$ cat src/sched_pkg.sv
package sched_pkg;

  // Default geometry of the processing-element array
  parameter int unsigned ARRAY_HEIGHT = 4;
  parameter int unsigned ARRAY_WIDTH  = 4;
  parameter int unsigned PIPE_REGS    = 2;

  // An X or Z tile covers one full pipeline pass of every PE row
  parameter int unsigned TOT_DEPTH = ARRAY_HEIGHT * (PIPE_REGS + 1);

  // Width of every tile iteration counter and iteration-count input
  parameter int unsigned ITER_W = 16;

  typedef logic [ITER_W-1:0] iter_cnt_t;

  typedef enum logic [1:0] {
    IDLE,
    PRELOAD,
    LOAD_W,
    WAIT
  } sched_phase_e;

endpackage

$ cat src/sched_phase_ctrl.sv
`timescale 1ns/1ns

module sched_phase_ctrl #(
  parameter int unsigned NumPipeRegs = sched_pkg::PIPE_REGS
) (
  input  logic clk_i,
  input  logic rst_ni,
  input  logic clear_i,
  input  logic start_i,
  input  logic gemm_sel_i,
  input  logic x_full_i,
  input  logic z_loaded_i,
  input  logic w_valid_i,
  input  logic w_done_i,
  input  logic y_check_i,
  input  logic z_window_end_i,
  output logic load_w_go_o,
  output logic shift_go_o,
  output logic pad_setup_o,
  output logic start_comp_o,
  output logic stall_o,
  output logic reg_enable_o,
  output logic busy_o,
  output logic w_loaded_o
);

  import sched_pkg::*;

  localparam int unsigned WaitW = $clog2(NumPipeRegs + 1);

  sched_phase_e     phase_q;
  sched_phase_e     phase_d;
  logic [WaitW-1:0] wait_cnt_q;
  logic             start;
  logic             stall;
  logic             wait_last;
  logic             finish;
  logic             first_load_q;
  logic             computing_q;
  logic             reg_enable_q;

  assign start     = (phase_q == IDLE) && start_i;
  assign wait_last = wait_cnt_q == WaitW'(NumPipeRegs);
  assign finish    = (phase_q == LOAD_W) && (phase_d == IDLE);

  // Hold the engine when the next W row is missing or the Y rows for the
  // upcoming result window are not loaded yet
  assign stall = (phase_q == LOAD_W) &&
                 ((!w_valid_i && !w_done_i) || (y_check_i && !z_loaded_i));

  always_comb begin
    phase_d = phase_q;
    unique case (phase_q)
      IDLE: begin
        if (start_i) begin
          phase_d = PRELOAD;
        end
      end
      PRELOAD: begin
        // A GEMM with Y also needs the first Y rows in place
        if (x_full_i && (z_loaded_i || !gemm_sel_i)) begin
          phase_d = LOAD_W;
        end
      end
      LOAD_W: begin
        if (w_done_i && z_window_end_i) begin
          phase_d = IDLE;
        end else if (!stall) begin
          phase_d = WAIT;
        end
      end
      WAIT: begin
        if (wait_last && !stall) begin
          phase_d = LOAD_W;
        end
      end
      default: phase_d = IDLE;
    endcase
  end

  always_ff @(posedge clk_i or negedge rst_ni) begin
    if (!rst_ni) begin
      phase_q <= IDLE;
    end else if (clear_i) begin
      phase_q <= IDLE;
    end else begin
      phase_q <= phase_d;
    end
  end

  // Paces W loads so the engine pipeline drains between two rows
  always_ff @(posedge clk_i or negedge rst_ni) begin
    if (!rst_ni) begin
      wait_cnt_q <= '0;
    end else if (clear_i || start) begin
      wait_cnt_q <= '0;
    end else if (shift_go_o) begin
      wait_cnt_q <= wait_last ? '0 : wait_cnt_q + 1'b1;
    end
  end

  always_ff @(posedge clk_i or negedge rst_ni) begin
    if (!rst_ni) begin
      first_load_q <= 1'b1;
      computing_q  <= 1'b0;
    end else if (clear_i || start) begin
      first_load_q <= 1'b1;
      computing_q  <= 1'b0;
    end else begin
      if (load_w_go_o) begin
        first_load_q <= 1'b0;
      end
      if (pad_setup_o) begin
        computing_q <= 1'b1;
      end else if (finish) begin
        computing_q <= 1'b0;
      end
    end
  end

  always_ff @(posedge clk_i or negedge rst_ni) begin
    if (!rst_ni) begin
      reg_enable_q <= 1'b0;
    end else if (clear_i) begin
      reg_enable_q <= 1'b0;
    end else begin
      reg_enable_q <= computing_q && !stall;
    end
  end

  assign load_w_go_o  = (phase_q == LOAD_W) && !stall;
  assign shift_go_o   = ((phase_q == LOAD_W) || (phase_q == WAIT)) && !stall;
  assign pad_setup_o  = (phase_q == PRELOAD) && (phase_d == LOAD_W);
  assign start_comp_o = first_load_q && load_w_go_o;
  assign stall_o      = stall;
  assign reg_enable_o = reg_enable_q;
  assign busy_o       = phase_q != IDLE;
  assign w_loaded_o   = load_w_go_o;

  // A stall always blocks the exit path, since it requires W to be unfinished
  a_stall_holds_phase: assert property (@(posedge clk_i) disable iff (!rst_ni)
    (stall_o && !clear_i) |=> (phase_q == LOAD_W))
    else $error("phase left LOAD_W during a stall");

endmodule

$ cat src/x_tile_seq.sv
`timescale 1ns/1ns

module x_tile_seq #(
  parameter int unsigned Height = sched_pkg::ARRAY_HEIGHT,
  parameter int unsigned Width  = sched_pkg::ARRAY_WIDTH,
  parameter int unsigned Depth  = sched_pkg::TOT_DEPTH
) (
  input  logic                clk_i,
  input  logic                rst_ni,
  input  logic                clear_i,
  input  logic                start_i,
  input  logic                x_empty_i,
  input  logic                x_full_i,
  input  logic                x_valid_i,
  input  logic                shift_go_i,
  input  logic                load_w_go_i,
  input  logic                stall_i,
  input  sched_pkg::iter_cnt_t x_cols_iter_i,
  input  sched_pkg::iter_cnt_t x_rows_iter_i,
  input  sched_pkg::iter_cnt_t w_cols_iter_i,
  input  sched_pkg::iter_cnt_t x_cols_lftovr_i,
  input  sched_pkg::iter_cnt_t x_rows_lftovr_i,
  output logic                x_load_o,
  output logic                x_h_shift_o,
  output logic                x_rst_w_index_o,
  output logic                x_last_o,
  output sched_pkg::iter_cnt_t x_height_o,
  output sched_pkg::iter_cnt_t x_width_o
);

  import sched_pkg::*;

  localparam int unsigned ShiftW = (Height > 1) ? $clog2(Height) : 1;

  iter_cnt_t         x_cols_q;
  iter_cnt_t         x_w_q;
  iter_cnt_t         x_rows_q;
  logic [ShiftW-1:0] shift_cnt_q;
  logic              restart;
  logic              cols_last;
  logic              w_last;
  logic              rows_last;
  logic              shift_last;
  logic              x_done_q;
  logic              x_reload_q;

  assign restart    = clear_i || start_i;
  assign cols_last  = x_cols_q == x_cols_iter_i - 1'b1;
  assign w_last     = x_w_q == w_cols_iter_i - 1'b1;
  assign rows_last  = x_rows_q == x_rows_iter_i - 1'b1;
  assign shift_last = shift_cnt_q == ShiftW'(Height - 1);

  // Each empty pulse retires one X tile: columns first, then one pass per
  // W column, then the next block of X rows
  always_ff @(posedge clk_i or negedge rst_ni) begin
    if (!rst_ni) begin
      x_cols_q <= '0;
      x_w_q    <= '0;
      x_rows_q <= '0;
    end else if (restart) begin
      x_cols_q <= '0;
      x_w_q    <= '0;
      x_rows_q <= '0;
    end else if (x_empty_i && !x_done_q) begin
      x_cols_q <= cols_last ? '0 : x_cols_q + 1'b1;
      if (cols_last) begin
        x_w_q <= w_last ? '0 : x_w_q + 1'b1;
        if (w_last) begin
          x_rows_q <= x_rows_q + 1'b1;
        end
      end
    end
  end

  assign x_last_o = x_empty_i && !x_done_q && cols_last && w_last && rows_last;

  always_ff @(posedge clk_i or negedge rst_ni) begin
    if (!rst_ni) begin
      x_done_q <= 1'b0;
    end else if (restart) begin
      x_done_q <= 1'b0;
    end else if (x_last_o) begin
      x_done_q <= 1'b1;
    end
  end

  // Tracks which PE row receives the next W row
  always_ff @(posedge clk_i or negedge rst_ni) begin
    if (!rst_ni) begin
      shift_cnt_q <= '0;
    end else if (restart) begin
      shift_cnt_q <= '0;
    end else if (load_w_go_i) begin
      shift_cnt_q <= shift_last ? '0 : shift_cnt_q + 1'b1;
    end
  end

  always_ff @(posedge clk_i or negedge rst_ni) begin
    if (!rst_ni) begin
      x_reload_q <= 1'b0;
    end else if (clear_i) begin
      x_reload_q <= 1'b0;
    end else if (start_i || x_empty_i) begin
      x_reload_q <= 1'b1;
    end else if (x_full_i) begin
      x_reload_q <= 1'b0;
    end
  end

  // Refill writes wait out engine stalls
  assign x_load_o        = x_reload_q && !x_full_i && x_valid_i && !stall_i;
  assign x_h_shift_o     = shift_go_i;
  assign x_rst_w_index_o = load_w_go_i && x_full_i && (shift_last || x_empty_i);

  assign x_height_o = (cols_last && x_cols_lftovr_i != '0) ?
                      x_cols_lftovr_i : iter_cnt_t'(Depth);
  assign x_width_o  = (rows_last && x_rows_lftovr_i != '0) ?
                      x_rows_lftovr_i : iter_cnt_t'(Width);

  // The buffer raises empty for a single cycle per drained tile
  a_empty_is_pulse: assert property (@(posedge clk_i) disable iff (!rst_ni)
    x_empty_i |=> !x_empty_i)
    else $error("x_empty_i held for two cycles");

endmodule

$ cat src/w_tile_seq.sv
`timescale 1ns/1ns

module w_tile_seq #(
  parameter int unsigned Height = sched_pkg::ARRAY_HEIGHT
) (
  input  logic                clk_i,
  input  logic                rst_ni,
  input  logic                clear_i,
  input  logic                start_i,
  input  logic                w_valid_i,
  input  logic                load_w_go_i,
  input  logic                shift_go_i,
  input  sched_pkg::iter_cnt_t w_rows_iter_i,
  input  sched_pkg::iter_cnt_t w_cols_iter_i,
  input  sched_pkg::iter_cnt_t x_rows_iter_i,
  input  sched_pkg::iter_cnt_t w_rows_lftovr_i,
  input  sched_pkg::iter_cnt_t w_cols_lftovr_i,
  output logic                w_load_o,
  output logic                w_shift_o,
  output logic                w_done_o,
  output logic                w_col_step_o,
  output sched_pkg::iter_cnt_t w_height_o,
  output sched_pkg::iter_cnt_t w_width_o
);

  import sched_pkg::*;

  iter_cnt_t w_rows_q;
  iter_cnt_t w_cols_q;
  iter_cnt_t w_mat_q;
  logic      restart;
  logic      row_step;
  logic      rows_last;
  logic      cols_last;
  logic      mat_step;
  logic      w_done_q;

  assign restart   = clear_i || start_i;
  assign rows_last = w_rows_q == w_rows_iter_i - 1'b1;
  assign cols_last = w_cols_q == w_cols_iter_i - 1'b1;
  assign row_step  = w_load_o && w_valid_i;
  assign mat_step  = w_col_step_o && cols_last;

  always_ff @(posedge clk_i or negedge rst_ni) begin
    if (!rst_ni) begin
      w_rows_q <= '0;
      w_cols_q <= '0;
      w_mat_q  <= '0;
    end else if (restart) begin
      w_rows_q <= '0;
      w_cols_q <= '0;
      w_mat_q  <= '0;
    end else if (row_step) begin
      w_rows_q <= rows_last ? '0 : w_rows_q + 1'b1;
      if (rows_last) begin
        w_cols_q <= cols_last ? '0 : w_cols_q + 1'b1;
      end
      if (mat_step) begin
        w_mat_q <= w_mat_q + 1'b1;
      end
    end
  end

  // W is reused once for every block of X rows
  always_ff @(posedge clk_i or negedge rst_ni) begin
    if (!rst_ni) begin
      w_done_q <= 1'b0;
    end else if (restart) begin
      w_done_q <= 1'b0;
    end else if (mat_step && w_mat_q == x_rows_iter_i - 1'b1) begin
      w_done_q <= 1'b1;
    end
  end

  assign w_load_o     = load_w_go_i && !w_done_q;
  assign w_shift_o    = shift_go_i;
  assign w_done_o     = w_done_q;
  assign w_col_step_o = row_step && rows_last;

  assign w_height_o = (rows_last && w_rows_lftovr_i != '0) ?
                      w_rows_lftovr_i : iter_cnt_t'(Height);
  assign w_width_o  = (cols_last && w_cols_lftovr_i != '0) ?
                      w_cols_lftovr_i : iter_cnt_t'(Height);

endmodule

$ cat src/z_result_seq.sv
`timescale 1ns/1ns

module z_result_seq #(
  parameter int unsigned Width       = sched_pkg::ARRAY_WIDTH,
  parameter int unsigned Depth       = sched_pkg::TOT_DEPTH,
  parameter int unsigned NumPipeRegs = sched_pkg::PIPE_REGS
) (
  input  logic                clk_i,
  input  logic                rst_ni,
  input  logic                clear_i,
  input  logic                start_i,
  input  logic                z_empty_i,
  input  logic                w_col_step_i,
  input  logic                stall_i,
  input  logic                start_comp_i,
  input  logic                reg_enable_i,
  input  logic                w_done_i,
  input  sched_pkg::iter_cnt_t w_cols_iter_i,
  input  sched_pkg::iter_cnt_t w_rows_iter_i,
  input  sched_pkg::iter_cnt_t w_cols_lftovr_i,
  input  sched_pkg::iter_cnt_t w_rows_lftovr_i,
  output logic                z_y_push_o,
  output logic                z_fill_o,
  output logic                z_first_load_o,
  output logic                y_check_o,
  output logic                z_window_end_o,
  output sched_pkg::iter_cnt_t z_height_o,
  output sched_pkg::iter_cnt_t z_width_o
);

  import sched_pkg::*;

  localparam int unsigned WaitW = $clog2(NumPipeRegs + 1);

  iter_cnt_t        y_cols_q;
  iter_cnt_t        y_rows_q;
  iter_cnt_t        y_height;
  iter_cnt_t        y_width;
  iter_cnt_t        z_height_q;
  iter_cnt_t        z_width_q;
  iter_cnt_t        avail_cnt_q;
  iter_cnt_t        push_cnt_q;
  logic [WaitW-1:0] wait_cnt_q;
  logic             restart;
  logic             y_cols_last;
  logic             y_rows_last;
  logic             wait_en_q;
  logic             wait_end;
  logic             avail_en_q;
  logic             avail_end;
  logic             push_en_q;
  logic             push_open;
  logic             push_end;

  assign restart     = clear_i || start_i;
  assign y_cols_last = y_cols_q == w_cols_iter_i - 1'b1;
  assign y_rows_last = y_rows_q == w_rows_iter_i - 1'b1;

  always_ff @(posedge clk_i or negedge rst_ni) begin
    if (!rst_ni) begin
      y_cols_q <= '0;
      y_rows_q <= '0;
    end else if (restart) begin
      y_cols_q <= '0;
      y_rows_q <= '0;
    end else if (z_empty_i) begin
      y_cols_q <= y_cols_last ? '0 : y_cols_q + 1'b1;
      if (y_cols_last) begin
        y_rows_q <= y_rows_last ? '0 : y_rows_q + 1'b1;
      end
    end
  end

  // Results of a finished W column need the pipeline to drain first
  assign wait_end = wait_en_q && !stall_i && wait_cnt_q == WaitW'(NumPipeRegs);

  always_ff @(posedge clk_i or negedge rst_ni) begin
    if (!rst_ni) begin
      wait_en_q  <= 1'b0;
      wait_cnt_q <= '0;
    end else if (restart) begin
      wait_en_q  <= 1'b0;
      wait_cnt_q <= '0;
    end else if (w_col_step_i) begin
      wait_en_q  <= 1'b1;
      wait_cnt_q <= '0;
    end else if (wait_en_q && !stall_i) begin
      wait_cnt_q <= wait_end ? '0 : wait_cnt_q + 1'b1;
      if (wait_end) begin
        wait_en_q <= 1'b0;
      end
    end
  end

  // Fill window, cut short when the next column starts draining
  assign avail_end = avail_en_q && !stall_i && avail_cnt_q == z_height_q - 1'b1;

  always_ff @(posedge clk_i or negedge rst_ni) begin
    if (!rst_ni) begin
      avail_en_q  <= 1'b0;
      avail_cnt_q <= '0;
    end else if (restart || w_col_step_i) begin
      avail_en_q  <= 1'b0;
      avail_cnt_q <= '0;
    end else if (wait_end) begin
      avail_en_q  <= 1'b1;
      avail_cnt_q <= '0;
    end else if (avail_en_q && !stall_i) begin
      avail_cnt_q <= avail_end ? '0 : avail_cnt_q + 1'b1;
      if (avail_end) begin
        avail_en_q <= 1'b0;
      end
    end
  end

  // New Y rows enter one cycle ahead of the fill window
  assign push_open = (wait_en_q && !stall_i && wait_cnt_q == WaitW'(NumPipeRegs - 1)) ||
                     start_comp_i;
  assign push_end  = push_en_q && !stall_i && push_cnt_q == y_height - 1'b1;

  always_ff @(posedge clk_i or negedge rst_ni) begin
    if (!rst_ni) begin
      push_en_q  <= 1'b0;
      push_cnt_q <= '0;
    end else if (restart) begin
      push_en_q  <= 1'b0;
      push_cnt_q <= '0;
    end else if (push_open) begin
      push_en_q  <= 1'b1;
      push_cnt_q <= '0;
    end else if (push_en_q && !stall_i) begin
      push_cnt_q <= push_end ? '0 : push_cnt_q + 1'b1;
      if (push_end) begin
        push_en_q <= 1'b0;
      end
    end
  end

  assign y_height = (y_cols_last && w_cols_lftovr_i != '0) ?
                    w_cols_lftovr_i : iter_cnt_t'(Depth);
  assign y_width  = (y_rows_last && w_rows_lftovr_i != '0) ?
                    w_rows_lftovr_i : iter_cnt_t'(Width);

  always_ff @(posedge clk_i or negedge rst_ni) begin
    if (!rst_ni) begin
      z_height_q <= '0;
      z_width_q  <= '0;
    end else if (clear_i) begin
      z_height_q <= '0;
      z_width_q  <= '0;
    end else if (z_empty_i || start_comp_i) begin
      z_height_q <= y_height;
      z_width_q  <= y_width;
    end
  end

  assign z_y_push_o     = push_en_q && !stall_i;
  assign z_fill_o       = avail_en_q && reg_enable_i;
  assign z_first_load_o = (y_cols_q == '0) && (y_rows_q == '0);
  assign y_check_o      = (wait_cnt_q == WaitW'(NumPipeRegs)) && !w_done_i;
  assign z_window_end_o = avail_end;
  assign z_height_o     = z_height_q;
  assign z_width_o      = z_width_q;

  // Draining and filling Z must never overlap
  a_fill_outside_wait: assert property (@(posedge clk_i) disable iff (!rst_ni)
    !(z_fill_o && wait_en_q))
    else $error("z_fill_o high inside the drain window");

endmodule

$ cat src/gemm_scheduler.sv
`timescale 1ns/1ns

module gemm_scheduler #(
  parameter int unsigned Height      = sched_pkg::ARRAY_HEIGHT,
  parameter int unsigned Width       = sched_pkg::ARRAY_WIDTH,
  parameter int unsigned Depth       = sched_pkg::TOT_DEPTH,
  parameter int unsigned NumPipeRegs = sched_pkg::PIPE_REGS
) (
  input  logic                clk_i,
  input  logic                rst_ni,
  input  logic                clear_i,
  input  logic                start_i,
  input  logic                gemm_sel_i,
  input  logic                x_empty_i,
  input  logic                x_full_i,
  input  logic                x_valid_i,
  input  logic                w_valid_i,
  input  logic                z_empty_i,
  input  logic                z_loaded_i,
  input  sched_pkg::iter_cnt_t x_cols_iter_i,
  input  sched_pkg::iter_cnt_t x_rows_iter_i,
  input  sched_pkg::iter_cnt_t w_cols_iter_i,
  input  sched_pkg::iter_cnt_t w_rows_iter_i,
  input  sched_pkg::iter_cnt_t x_cols_lftovr_i,
  input  sched_pkg::iter_cnt_t x_rows_lftovr_i,
  input  sched_pkg::iter_cnt_t w_cols_lftovr_i,
  input  sched_pkg::iter_cnt_t w_rows_lftovr_i,
  output logic                reg_enable_o,
  output logic                busy_o,
  output logic                stall_o,
  output logic                pad_setup_o,
  output logic                w_loaded_o,
  output logic                x_load_o,
  output logic                x_h_shift_o,
  output logic                x_rst_w_index_o,
  output logic                x_last_o,
  output sched_pkg::iter_cnt_t x_height_o,
  output sched_pkg::iter_cnt_t x_width_o,
  output logic                w_load_o,
  output logic                w_shift_o,
  output logic                w_done_o,
  output sched_pkg::iter_cnt_t w_height_o,
  output sched_pkg::iter_cnt_t w_width_o,
  output logic                z_y_push_o,
  output logic                z_fill_o,
  output logic                z_first_load_o,
  output sched_pkg::iter_cnt_t z_height_o,
  output sched_pkg::iter_cnt_t z_width_o
);

  logic load_w_go;
  logic shift_go;
  logic start_comp;
  logic w_col_step;
  logic y_check;
  logic z_window_end;

  sched_phase_ctrl #(
    .NumPipeRegs(NumPipeRegs)
  ) u_phase_ctrl (
    .clk_i,
    .rst_ni,
    .clear_i,
    .start_i,
    .gemm_sel_i,
    .x_full_i,
    .z_loaded_i,
    .w_valid_i,
    .w_done_i      (w_done_o),
    .y_check_i     (y_check),
    .z_window_end_i(z_window_end),
    .load_w_go_o   (load_w_go),
    .shift_go_o    (shift_go),
    .pad_setup_o,
    .start_comp_o  (start_comp),
    .stall_o,
    .reg_enable_o,
    .busy_o,
    .w_loaded_o
  );

  x_tile_seq #(
    .Height(Height),
    .Width (Width),
    .Depth (Depth)
  ) u_x_tile_seq (
    .clk_i,
    .rst_ni,
    .clear_i,
    .start_i,
    .x_empty_i,
    .x_full_i,
    .x_valid_i,
    .shift_go_i (shift_go),
    .load_w_go_i(load_w_go),
    .stall_i    (stall_o),
    .x_cols_iter_i,
    .x_rows_iter_i,
    .w_cols_iter_i,
    .x_cols_lftovr_i,
    .x_rows_lftovr_i,
    .x_load_o,
    .x_h_shift_o,
    .x_rst_w_index_o,
    .x_last_o,
    .x_height_o,
    .x_width_o
  );

  w_tile_seq #(
    .Height(Height)
  ) u_w_tile_seq (
    .clk_i,
    .rst_ni,
    .clear_i,
    .start_i,
    .w_valid_i,
    .load_w_go_i (load_w_go),
    .shift_go_i  (shift_go),
    .w_rows_iter_i,
    .w_cols_iter_i,
    .x_rows_iter_i,
    .w_rows_lftovr_i,
    .w_cols_lftovr_i,
    .w_load_o,
    .w_shift_o,
    .w_done_o,
    .w_col_step_o(w_col_step),
    .w_height_o,
    .w_width_o
  );

  z_result_seq #(
    .Width      (Width),
    .Depth      (Depth),
    .NumPipeRegs(NumPipeRegs)
  ) u_z_result_seq (
    .clk_i,
    .rst_ni,
    .clear_i,
    .start_i,
    .z_empty_i,
    .w_col_step_i  (w_col_step),
    .stall_i       (stall_o),
    .start_comp_i  (start_comp),
    .reg_enable_i  (reg_enable_o),
    .w_done_i      (w_done_o),
    .w_cols_iter_i,
    .w_rows_iter_i,
    .w_cols_lftovr_i,
    .w_rows_lftovr_i,
    .z_y_push_o,
    .z_fill_o,
    .z_first_load_o,
    .y_check_o     (y_check),
    .z_window_end_o(z_window_end),
    .z_height_o,
    .z_width_o
  );

endmodule

$ cat config.mk
export PLATFORM = sky130hd
export DESIGN_NAME = gemm_scheduler
export DESIGN_NICKNAME = d
export VERILOG_FILES = /design/src/sched_pkg.sv /design/src/sched_phase_ctrl.sv /design/src/x_tile_seq.sv /design/src/w_tile_seq.sv /design/src/z_result_seq.sv /design/src/gemm_scheduler.sv
export SDC_FILE = /design/constraint.sdc
export NUM_CORES = 1
export LEC_CHECK = 0
export BUFFER_PORTS_ARGS = -buffer_cell sky130_fd_sc_hd__buf_2
export CAP_MARGIN = 20
export CORE_MARGIN = 1.5
export CORE_UTILIZATION = 45
export CTS_BUF_LIST = sky130_fd_sc_hd__clkbuf_16
export DETAILED_ROUTE_END_ITERATION = 7
export PLACE_DENSITY = 0.76
export SYNTH_ARGS = -nofsm -noshare
export SYNTH_HDL_FRONTEND = slang
export SYNTH_SLANG_ARGS = --single-unit
$ cat constraint.sdc
create_clock -name clk_i -period 5.1 [get_ports clk_i]
set_input_delay 0.51 -clock clk_i [delete_from_list [all_inputs] [get_ports clk_i]]
set_output_delay 0.51 -clock clk_i [all_outputs]
set_load 0.1 [all_outputs]
==> results_dict.tcl, run 1 <==
set metrics [dict create \
    drv_cap 0 \
    synth.largest_area_cell "dfrtp_1" \
    critPathTopFamily "simple AND/OR/NAND/NOR gates" \
    synth_commonest_cells "dfrtp_1 (208), nor2_1 (159), xnor2_1 (134)" \
    clock-sinks 209 \
    async_flop_share_pct 100.0 \
    ys_ff_latch 209 \
    finalCritPeriodShare_pct 96.83 \
    status "finished clean" \
    clk_pin_slew_ps 60 \
    cts_tree "yes" \
    yosysMostFrequentCell "dfrtp_1" \
    ys_warn_count 0 \
    ant_nets 0 \
    dpl.hpwl_mm 35.45 \
    p_per_area_nw_per_um2 205.3 \
    synth_top_area_share_pct 32.96 \
    slew_violations 0 \
    layout_setup_ws_ps 161.6 \
    initial_core_util_pct 45.72 \
    routed_via_density 5.900 \
    initialDrtViolationCount 1253 \
    cp_common_cell "buf_4" \
    drt_wl_total_mm 46.61 \
    cp_data_required_time_ps 5490 \
    grt_pass1_wl_mm 74.78 \
    overflow 0 \
    io_buffers 249 \
    ys_types 75 \
    synth_edf_count 0 \
    finalSetupViolCount 0 \
    drt_first_pass_iters 6 \
    finClkSkew_ps 10.16 \
    track_usage_pct 25.07 \
    die_width_um 190.3 \
    root_buffer "clkbuf_16" \
    critPathMaxFanout 7 \
    slowest_delay_ps 550 \
    worst-path-stages 23 \
    drcViolationCount 0 \
    vias 15440 \
    antenna_cells 0 \
    fin_crit_ps 4938 \
    synth_cells 1891 \
    hold_class "input pin to flop" \
    gp_congestion 0.9239 \
    netlist_area_um2 15790 \
    critPathLaunchType "input pin" \
    worstPathArrival_ps 5330 \
    grt_max_degree 149 \
    cpMaxStageDelayCell "or4b_4" \
    syn2layout_area_growth_pct 22.25 \
    fp.dieH_um 190.3 \
    path_buf_inv 6 \
    synth_ff_type "dfrtp_1" \
    whs_path_depth 2 \
    hold_violations 0 \
    post_drt_wl_per_cell_um 17.81 \
    r2r_cells 19 \
    core_um2 34540 \
    synth_nets 2049 \
    path_cells "buf_2 -> inv_2 -> ha_4 -> or3b_4 -> or4_4 -> and2_4 -> a221o_1 -> or4b_4 -> nor4_4 -> nand2_1 -> ha_2 -> nor3b_2 -> xnor2_1 -> buf_4 -> buf_4 -> a21oi_2 -> nand4_1 -> nor4b_2 -> mux2i_2 -> nor4_4 -> buf_4 -> clkbuf_16 -> nor3_1" \
    nNetsFinal 2303 \
    endpoint_kind "flop" \
    synthTopCellsByArea "dfrtp_1 (33%), xnor2_1 (7.4%), xor2_1 (5.8%)" \
    rows 68 \
    cts_buffer_depth 3 \
    dp_cells 2566 \
    dp_slack_ps -370.3 \
    irDropWorstVdd_v 0.0002293 \
    h-tree-depth 1 \
    synth-seq-area-share_pct 33.12 \
    io_pins 250 \
    grt_pass1_vias 14808 \
    fmaxAchievable_mhz 202.5 \
    stdcell_area_um2 19310 \
    die_area_um2 36230 \
    syn_avg_cell_area_um2 8.352 \
    place_area_um2 18390 \
    maxSlewHeadroom_pct 40.83 \
    drive_above_1_share_pct 18.78 \
    layoutNonFillerInstCount 2617 \
    p_leak_uw 0.008323 \
    antenna_found_initial 0 \
    cts-buffers-inserted 25 \
    worst-setup-path-type "input pin to flop" \
    worst_slew_pin_slew_ps 865.2 \
    insertion_delay_ps 510 \
]
==> final timing paths <==
kind / endpoint / start / slack, ps
worst min register to register: u_z_result_seq.z_width_o[0] / u_z_result_seq.z_width_o[0] / 500
worst min-delay path: u_z_result_seq.z_width_o[13] / w_rows_lftovr_i[13] / 240
worst max-delay path: u_z_result_seq.push_cnt_q[9] / w_cols_iter_i[1] / 160
worst max register to register: u_z_result_seq.push_cnt_q[9] / u_z_result_seq.y_cols_q[6] / 380
min in group asynchronous: u_z_result_seq.z_width_o[12] / rst_ni / 540
max in group asynchronous: u_z_result_seq.y_cols_q[12] / rst_ni / 3360
==> power breakdown <==
| group | internal (uW) | leakage [uW] | switching, uW |
|---|---|---|---|
| combinational | 197 | 0.00502 | 361 |
| sequential | 1670 | 0.00290 | 16.3 |
| clock | 1030 | 0.000401 | 689 |
| total | 2900 | 0.00832 | 1070 |
==> worst register-to-register path: stages, from the launching register on <==
cell and delay, ps:
dfrtp_1 380, or4_4 540, and2_4 150, a221o_1 330, or4b_4 550, nor4_4 340, nand2_1 110, ha_2 210
nor3b_2 160, xnor2_1 140, buf_4 140, buf_4 120, a21oi_2 110, nand4_1 150, nor4b_2 360, mux2i_2 160
nor4_4 290, buf_4 190, clkbuf_16 150, nor3_1 50
==> cells in the final DEF, fill, tap and decap left out, types with 8 or more instances in the layout <==
| cell | count |
|---|---|
| nand4b_1 | 8 |
| a211oi_1 | 13 |
| a22o_1 | 33 |
| o21ai_0 | 100 |
| buf_4 | 71 |
| nand3_1 | 73 |
| xor2_1 | 104 |
| mux2i_1 | 10 |
| nand2b_1 | 48 |
| or2_2 | 10 |
| nor2b_1 | 21 |
| o21a_1 | 12 |
| buf_2 | 211 |
| and3_1 | 56 |
| o31ai_1 | 26 |
| nand3b_1 | 17 |
| dfrtp_1 | 208 |
| buf_12 | 39 |
| nor4_1 | 47 |
| a21oi_1 | 96 |
| or3_1 | 39 |
| nand4_1 | 40 |
| inv_1 | 54 |
| xnor2_1 | 134 |
| nor3_1 | 72 |
| nand2_1 | 131 |
| a21o_1 | 22 |
| or4_1 | 33 |
| nor2_1 | 157 |
| ha_1 | 17 |
| clkbuf_16 | 26 |
| xnor3_1 | 14 |
| and2_1 | 69 |
| a31oi_1 | 12 |
==> cell type report <==
cell class | count | area, um^2
fill | 3150 | 15240
sequential | 209 | 5231
tap | 455 | 569.3
timing repair buffer | 324 | 2419
inverter | 49 | 186.4
multi-input combinational | 1536 | 10120
clock inverter | 19 | 158.9
clock buffer | 25 | 625.6
==> through the flow <==
stage	power [uW]	hold slack, ps	util (%)	setup TNS [ps]
floorplan	2038	214.4	-	-1151
global placement	2255	485.0	53.22	-4765
detailed placement	2264	485.3	53.22	-5303
CTS	3987	219.7	55.52	0
global route	4117	227.3	55.89	-537.1
finish	3965	239.5	55.89	0
==> kinds of logic (layout without fill, tap and decap cells) <==
family	count (synthesis)	in the layout	synth area share (%)
simple gates	862	862	29.49
compound gates	384	384	15.75
xor+xnor	252	252	15.19
flops	209	209	33.12
buf+inv	146	417	3.652
fa+ha+maj	19	19	1.505
mux	19	19	1.291
==> per-layer routing <==
| metal | share of wire [%] | global-route usage, % | vias to the layer above | wire length (um) |
|---|---|---|---|---|
| met5 | 0 | 0 | - | 0 |
| met4 | 2.1 | 6.451 | 0 | 958 |
| met1 | 44 | 33.50 | 7465 | 20400 |
| met3 | 5.8 | 2.889 | 70 | 2713 |
| li1 | - | - | 7326 | - |
| met2 | 48 | 42.99 | 579 | 22540 |
==> repair_timing <==
action / 4_1_cts / 5_1_grt
buffers inserted: 0 / 5
endpoints found under the setup margin: 0 / 15
endpoints found under the hold margin: 47 / 0
gates resized for setup: 0 / 15
hold buffers: 1 / 0
==> sequential cells by signal, summed over array words and instances, names as in the netlist, 2 cells and up <==
signal	cells
u_phase_ctrl.phase_q	2
u_phase_ctrl.wait_cnt_q	2
u_w_tile_seq.w_cols_q	16
u_w_tile_seq.w_mat_q	16
u_w_tile_seq.w_rows_q	16
u_x_tile_seq.shift_cnt_q	2
u_x_tile_seq.x_cols_q	16
u_x_tile_seq.x_rows_q	16
u_x_tile_seq.x_w_q	16
u_z_result_seq.avail_cnt_q	16
u_z_result_seq.push_cnt_q	16
u_z_result_seq.wait_cnt_q	2
u_z_result_seq.y_cols_q	16
u_z_result_seq.y_rows_q	16
u_z_result_seq.z_height_o	16
u_z_result_seq.z_width_o	16
Note: power is estimated with default switching activity, not from simulation.
==> run 2: changes to the inputs <==
--- a/config.mk
+++ b/config.mk
@@ -6,11 +6,12 @@
 export NUM_CORES = 1
 export LEC_CHECK = 0
 export BUFFER_PORTS_ARGS = -buffer_cell sky130_fd_sc_hd__buf_2
-export CAP_MARGIN = 20
+export CAP_MARGIN = 5
 export CORE_MARGIN = 1.5
 export CORE_UTILIZATION = 45
 export CTS_BUF_LIST = sky130_fd_sc_hd__clkbuf_16
 export DETAILED_ROUTE_END_ITERATION = 7
+export GPL_TIMING_DRIVEN = 0
 export PLACE_DENSITY = 0.76
 export SYNTH_ARGS = -nofsm -noshare
 export SYNTH_HDL_FRONTEND = slang
==> run 2 against run 1 <==
Net effect:
- fmax down 1.7%
- largest power group is now sequential cells
- critical path type unchanged
- highest routed layer unchanged
- core utilization fell by 1.3 points
- count of clock-buffer cells in the layout unchanged
==> results_dict.tcl, run 2 (synthesis results as in run 1) <==
set metrics [dict create \
    grt_pass1_vias 14751 \
    fmaxAchievable_mhz 199.0 \
    critPathTopFamily "simple AND/OR/NAND/NOR gates" \
    antenna_cells 0 \
    critPathLaunchType "input pin" \
    antenna_found_initial 0 \
    final_cell_mix "buf_2 (213), dfrtp_1 (208), nor2_1 (158)" \
    status "finished clean" \
    cp_data_required_time_ps 5490 \
    cts_buffer_depth 3 \
    drt_wl_total_mm 46.68 \
    overflow 0 \
    layout_setup_ws_ps 74.53 \
    met2_length_mm 22.23 \
    track_usage_pct 24.89 \
    worstPathArrival_ps 5420 \
    root_buffer "clkbuf_16" \
    fp.dieH_um 190.3 \
    die_area_um2 36230 \
    cts-buffers-inserted 25 \
    core_um2 34540 \
    initialDrtViolationCount 1188 \
    clk_pin_slew_ps 60 \
    met3_length_mm 3.276 \
    drcViolationCount 0 \
    dp_slack_ps -895.4 \
    top_layer "met4" \
    grt_setup_unrepaired "yes" \
    vias 15648 \
    hold_class "input pin to flop" \
    finalCritPeriodShare_pct 98.54 \
    path_buf_inv 5 \
    maxSlewHeadroom_pct 22.49 \
    final_common_cell "buf_2" \
    io_pins 250 \
    irDropWorstVdd_v 0.0002148 \
    slew_violations 0 \
    drv_cap 0 \
    routed_via_density 5.923 \
    grt_max_degree 86 \
    syn2layout_area_growth_pct 19.35 \
    cpMaxStageDelayCell "or4b_4" \
    io_buffers 233 \
    grt_pass1_wl_mm 74.15 \
    p_total_uw 3887 \
    post_drt_wl_per_cell_um 17.67 \
    gp_congestion 0.9245 \
    worst-setup-path-type "input pin to flop" \
    clock-sinks 209 \
    slowest_delay_ps 490 \
    drive_above_1_share_pct 17.01 \
    finClkSkew_ps 12.55 \
    ant_nets 0 \
    nFillCells 3194 \
    finalSetupViolCount 0 \
    hold_violations 0 \
    drt_first_pass_iters 7 \
    path_cells "buf_12 -> clkinv_8 -> ha_4 -> or3b_4 -> buf_6 -> or4_4 -> and2_4 -> a221o_1 -> or4b_4 -> buf_8 -> nor4_4 -> nand2_2 -> ha_4 -> nor3b_4 -> xnor2_2 -> o21ai_1 -> a21oi_1 -> nand4_1 -> or4_4 -> mux2_4 -> nor4_4 -> buf_4 -> nor3_2" \
    initial_core_util_pct 45.72 \
    p_per_area_nw_per_um2 206.2 \
    critPathMaxFanout 6 \
    insertion_delay_ps 540 \
    fin_crit_ps 5025 \
    rows 68 \
    h-tree-depth 1 \
    die_width_um 190.3 \
    p_leak_uw 0.008098 \
    cts_tree "yes" \
    nNetsFinal 2326 \
    dpl.hpwl_mm 35.16 \
    worst_slew_pin_slew_ps 1148 \
    wirelength_met1_mm 19.92 \
    endpoint_kind "flop" \
]
run 2: changes by cell type in the layout (fill, tap and decap cells not counted), sizes merged:
cell,delta
clkbuf,+99
inv,+1
buf,-76
clkinvlp,-1
bufinv,-3
clkinv,+5
run 2: where the power goes:
group / internal [uW] / switching, uW
Combinational: 193 / 370
Sequential: 1670 / 13.9
Clock: 894 / 748
Total: 2760 / 1130
run 2: routing by layer:
layer	global-route usage, %	vias up
met1	33.24	7552
met2	42.01	644
met3	2.963	86
li1	-	7366
met4	7.753	0
met5	0	-
run 2: repair_timing:
| item | 4_1_cts | 5_1_grt |
|---|---|---|
| hold buffers | 1 | 0 |
| setup endpoints to repair | 41 | 52 |
| resized for setup | 10 | 80 |
| pin swaps | 2 | 17 |
| endpoints found under the hold margin | 45 | 0 |
| setup buffers | 2 | 10 |
| gates cloned | 0 | 1 |
run 2: worst reg2reg max path, cell delays in order (launching register included):
cell and delay, ps:
dfrtp_1 480, nor2b_1 210, a211o_1 300, or4b_1 550, nor4b_2 300, nand4b_1 230, nor4_4 420, nand2_2 110
ha_4 190, nor3b_4 150, xnor2_2 160, o21ai_1 90, a21oi_1 120, nand4_1 100, or4_4 430, mux2_4 320
nor4_4 350, buf_4 230, nor3_2 50
run 2: area by class of cell:
| class | instances | area, um^2 | share of cell area, % |
|---|---|---|---|
| clock inverters | 21 | 110.1 | 0.5841 |
| multi-input cells | 1536 | 10270 | 54.51 |
| plain buffers | 95 | 420.4 | 2.230 |
| flip-flops and latches | 209 | 5231 | 27.75 |
| well taps | 455 | 569.3 | 3.020 |
| repair buffers | 252 | 1419 | 7.527 |
| clock buffers | 25 | 625.6 | 3.319 |
| inverters | 49 | 198.9 | 1.055 |
run 2: worst paths after layout:
check | from | to | slack, ps | cells after the start
setup reg to reg | u_z_result_seq.y_cols_q[10] | u_z_result_seq.push_cnt_q[9] | 150 | 18
max in group asynchronous | rst_ni | u_x_tile_seq.x_cols_q[9] | 3510 | 4
setup / recovery | w_cols_iter_i[0] | u_z_result_seq.push_cnt_q[9] | 70 | 23
hold reg to reg | u_z_result_seq.z_width_o[5] | u_z_result_seq.z_width_o[5] | 500 | 1
min in group asynchronous | rst_ni | u_z_result_seq.z_width_o[10] | 450 | 2
hold / removal | w_rows_lftovr_i[15] | u_z_result_seq.z_width_o[15] | 220 | 2
run 2: through the flow:
| step | utilization, % | area [um^2] | TNS (ps) | hold WS [ps] | cells |
|---|---|---|---|---|---|
| 3_3_place_gp | 50.90 | 17580 | -42600 | 484.4 | 2579 |
| 4_1_cts | 53.48 | 18470 | 0 | 202.6 | 2633 |
| 3_5_place_dp | 51.14 | 17670 | -26790 | 432.8 | 2584 |
| 5_1_grt | 54.57 | 18850 | -663.5 | 212.0 | 2642 |
| 2_1_floorplan | - | 15850 | -1151 | 214.4 | 1891 |
| 6_report | 54.57 | 18850 | 0 | 217.2 | 2642 |
==> run 3: changes to the inputs <==
--- a/config.mk
+++ b/config.mk
@@ -5,14 +5,14 @@
 export SDC_FILE = /design/constraint.sdc
 export NUM_CORES = 1
 export LEC_CHECK = 0
-export BUFFER_PORTS_ARGS = -buffer_cell sky130_fd_sc_hd__buf_2
 export CAP_MARGIN = 5
 export CORE_MARGIN = 1.5
 export CORE_UTILIZATION = 45
 export CTS_BUF_LIST = sky130_fd_sc_hd__clkbuf_16
 export DETAILED_ROUTE_END_ITERATION = 7
+export DONT_BUFFER_PORTS = 1
 export GPL_TIMING_DRIVEN = 0
-export PLACE_DENSITY = 0.76
+export PLACE_DENSITY = 0.7
 export SYNTH_ARGS = -nofsm -noshare
 export SYNTH_HDL_FRONTEND = slang
 export SYNTH_SLANG_ARGS = --single-unit
==> run 3 against run 2 <==
Net effect:
- the flow now finishes with violations (hold timing)
- first-iteration DRC count fell by 15%
- clock power is 12% higher
- largest cell class unchanged
- highest routed layer unchanged
- critical path depth up 1
- sequential power hardly changed
==> results_dict.tcl, run 3 (synthesis results as in run 1) <==
set metrics [dict create \
    slew_violations 0 \
    ant_nets 0 \
    finalCritPeriodShare_pct 96.96 \
    dpl.hpwl_mm 33.70 \
    reg2reg_slack_ps 270 \
    vias 14546 \
    grt_pass1_wl_mm 72.21 \
    regToRegStartpoint "u_z_result_seq.y_cols_q[10]" \
    worst-setup-path-type "input pin to flop" \
    final_common_cell "dfrtp_1" \
    finalSetupViolCount 0 \
    track_usage_pct 24.39 \
    final_cell_mix "dfrtp_1 (208), nor2_1 (154), nand2_1 (131), xnor2_1 (131), xor2_1 (104)" \
    hold_violations 209 \
    rr_endpoint "u_z_result_seq.push_cnt_q[6]" \
    irDropWorstVdd_v 0.0002141 \
    worst_slew_pin_slew_ps 1259 \
    maxSlewHeadroom_pct 16.07 \
    drt_wl_total_mm 45.18 \
    nNetsFinal 2094 \
    critPathLaunchType "input pin" \
    endpoint_kind "flop" \
    p_per_area_nw_per_um2 223.4 \
    hold-worst-slack_ps -334.4 \
    die_width_um 190.3 \
    h-tree-depth 1 \
    p_leak_uw 0.007062 \
    critPathMaxFanout 7 \
    syn2layout_area_growth_pct 11.56 \
    antenna_found_initial 0 \
    cts_buffer_depth 3 \
    drive_above_1_share_pct 8.184 \
    die_area_um2 36230 \
    io_buffers 0 \
    overflow 0 \
    gp_congestion 0.9338 \
    fin_crit_ps 4945 \
    grt_setup_unrepaired "no" \
    hold_class "input pin to asynchronous set/reset pin" \
    fin_setup_tns_ps 0 \
    initial_core_util_pct 45.72 \
    clock-sinks 209 \
    fp.dieH_um 190.3 \
    r2r_cells 19 \
    fmaxAchievable_mhz 202.2 \
    status "finished with violations" \
    finClkSkew_ps 10.53 \
    clk_pin_slew_ps 60 \
    drv_cap 0 \
    post_drt_wl_per_cell_um 18.75 \
    insertion_delay_ps 550 \
    root_buffer "clkbuf_16" \
    core_um2 34540 \
    grt_pass1_vias 13704 \
    rows 68 \
    drt_first_pass_iters 6 \
    cp_data_required_time_ps 5510 \
    routed_via_density 6.036 \
    cts_tree "yes" \
    violations "hold timing" \
    grt_max_degree 210 \
    io_pins 250 \
    initialDrtViolationCount 1004 \
    antenna_cells 0 \
    drcViolationCount 0 \
    worstPathArrival_ps 5360 \
    path_cells "clkbuf_8 -> inv_4 -> ha_4 -> or3b_1 -> buf_6 -> or4_4 -> and2_4 -> a221o_1 -> or4b_4 -> buf_8 -> nor4_4 -> nand2_1 -> ha_2 -> nor3b_4 -> xnor2_2 -> o21ai_1 -> a21oi_1 -> nand4_1 -> or4_4 -> mux2_4 -> nor4_4 -> buf_6 -> buf_6 -> nor3_1" \
    fin_util_pct 51.01 \
    cp_common_cell "buf_6" \
    slowest_delay_ps 490 \
    cts-buffers-inserted 26 \
    cpMaxStageDelayCell "or4b_4" \
]
run 3: cell types whose count changed in the layout (fill, tap and decap cells not counted), sizes merged:
cell         previous run  this run
clkinv                 12        10
inv                    57        56
dlygate4sd3             1         0
bufinv                  0         3
buf                   245        31
clkbuf                126       109
run 3: area by class of cell:
type,instances,area (um^2)
Clock inverter,21,188.9
Inverter,49,186.4
Clock buffer,26,650.6
Sequential cell,209,5231
Tap cell,455,569.3
Timing Repair Buffer,18,157.7
Buffer,96,419.2
Multi-Input combinational cell,1536,10220
Fill cell,3268,16920
run 3: critical path, delay by kind of cell:
kind,cells,cell delay (ps)
buf+inv,6,760
fa+ha+maj,2,350
xor+xnor,1,170
mux,1,320
compound gates,3,560
simple gates,11,2660
run 3: power by group:
| group | internal (uW) | leakage [uW] | total, uW | switching [uW] |
|---|---|---|---|---|
| combinational | 150 | 0.00372 | 406 | 256 |
| sequential | 1670 | 0.00290 | 1700 | 32.4 |
| clock | 1080 | 0.000436 | 1830 | 751 |
run 3: how the worst max path moves through the flow:
stage	slack, ps	to	from
3_5_place_dp	-840	u_z_result_seq.push_cnt_q[6]	w_cols_iter_i[0]
3_3_place_gp	-810	u_z_result_seq.push_cnt_q[7]	w_cols_iter_i[0]
5_1_grt	3	u_z_result_seq.push_cnt_q[9]	w_cols_iter_i[0]
4_1_cts	8	u_z_result_seq.push_cnt_q[9]	w_cols_iter_i[0]
2_1_floorplan	-120	u_z_result_seq.push_cnt_q[10]	w_cols_iter_i[0]
6_report	160	u_z_result_seq.push_cnt_q[6]	w_cols_iter_i[0]
run 3: stage by stage:
stage               instances  cell area, um^2  total power [uW]  hold slack [ps]  setup WS (ps)
finish                   2410            17620              3936           -334.4          155.1
global route             2410            17620              4076           -356.9          3.290
CTS                      2403            17450              3962           -357.5          8.239
detailed placement       2353            16500              2124            219.4         -835.6
global placement         2346            16420              2112            220.3         -807.1
floorplan                1891            15850              2038            214.4         -115.6
run 3: metal layers:
metal | global-route usage, % | wire length [um] | vias up
li1 | - | - | 6902
met1 | 32.19 | 19730 | 7063
met2 | 41.05 | 21570 | 504
met3 | 4.030 | 2873 | 77
met4 | 6.935 | 1009 | 0
met5 | 0 | 0 | -
run 3: timing repair:
action | in CTS | in global routing
endpoints found under the setup margin | 41 | 61
hold endpoints to repair | 209 | 209
pin swaps | 3 | 10
buffers inserted | 3 | 7
resized for setup | 27 | 47
cloned | 0 | 1
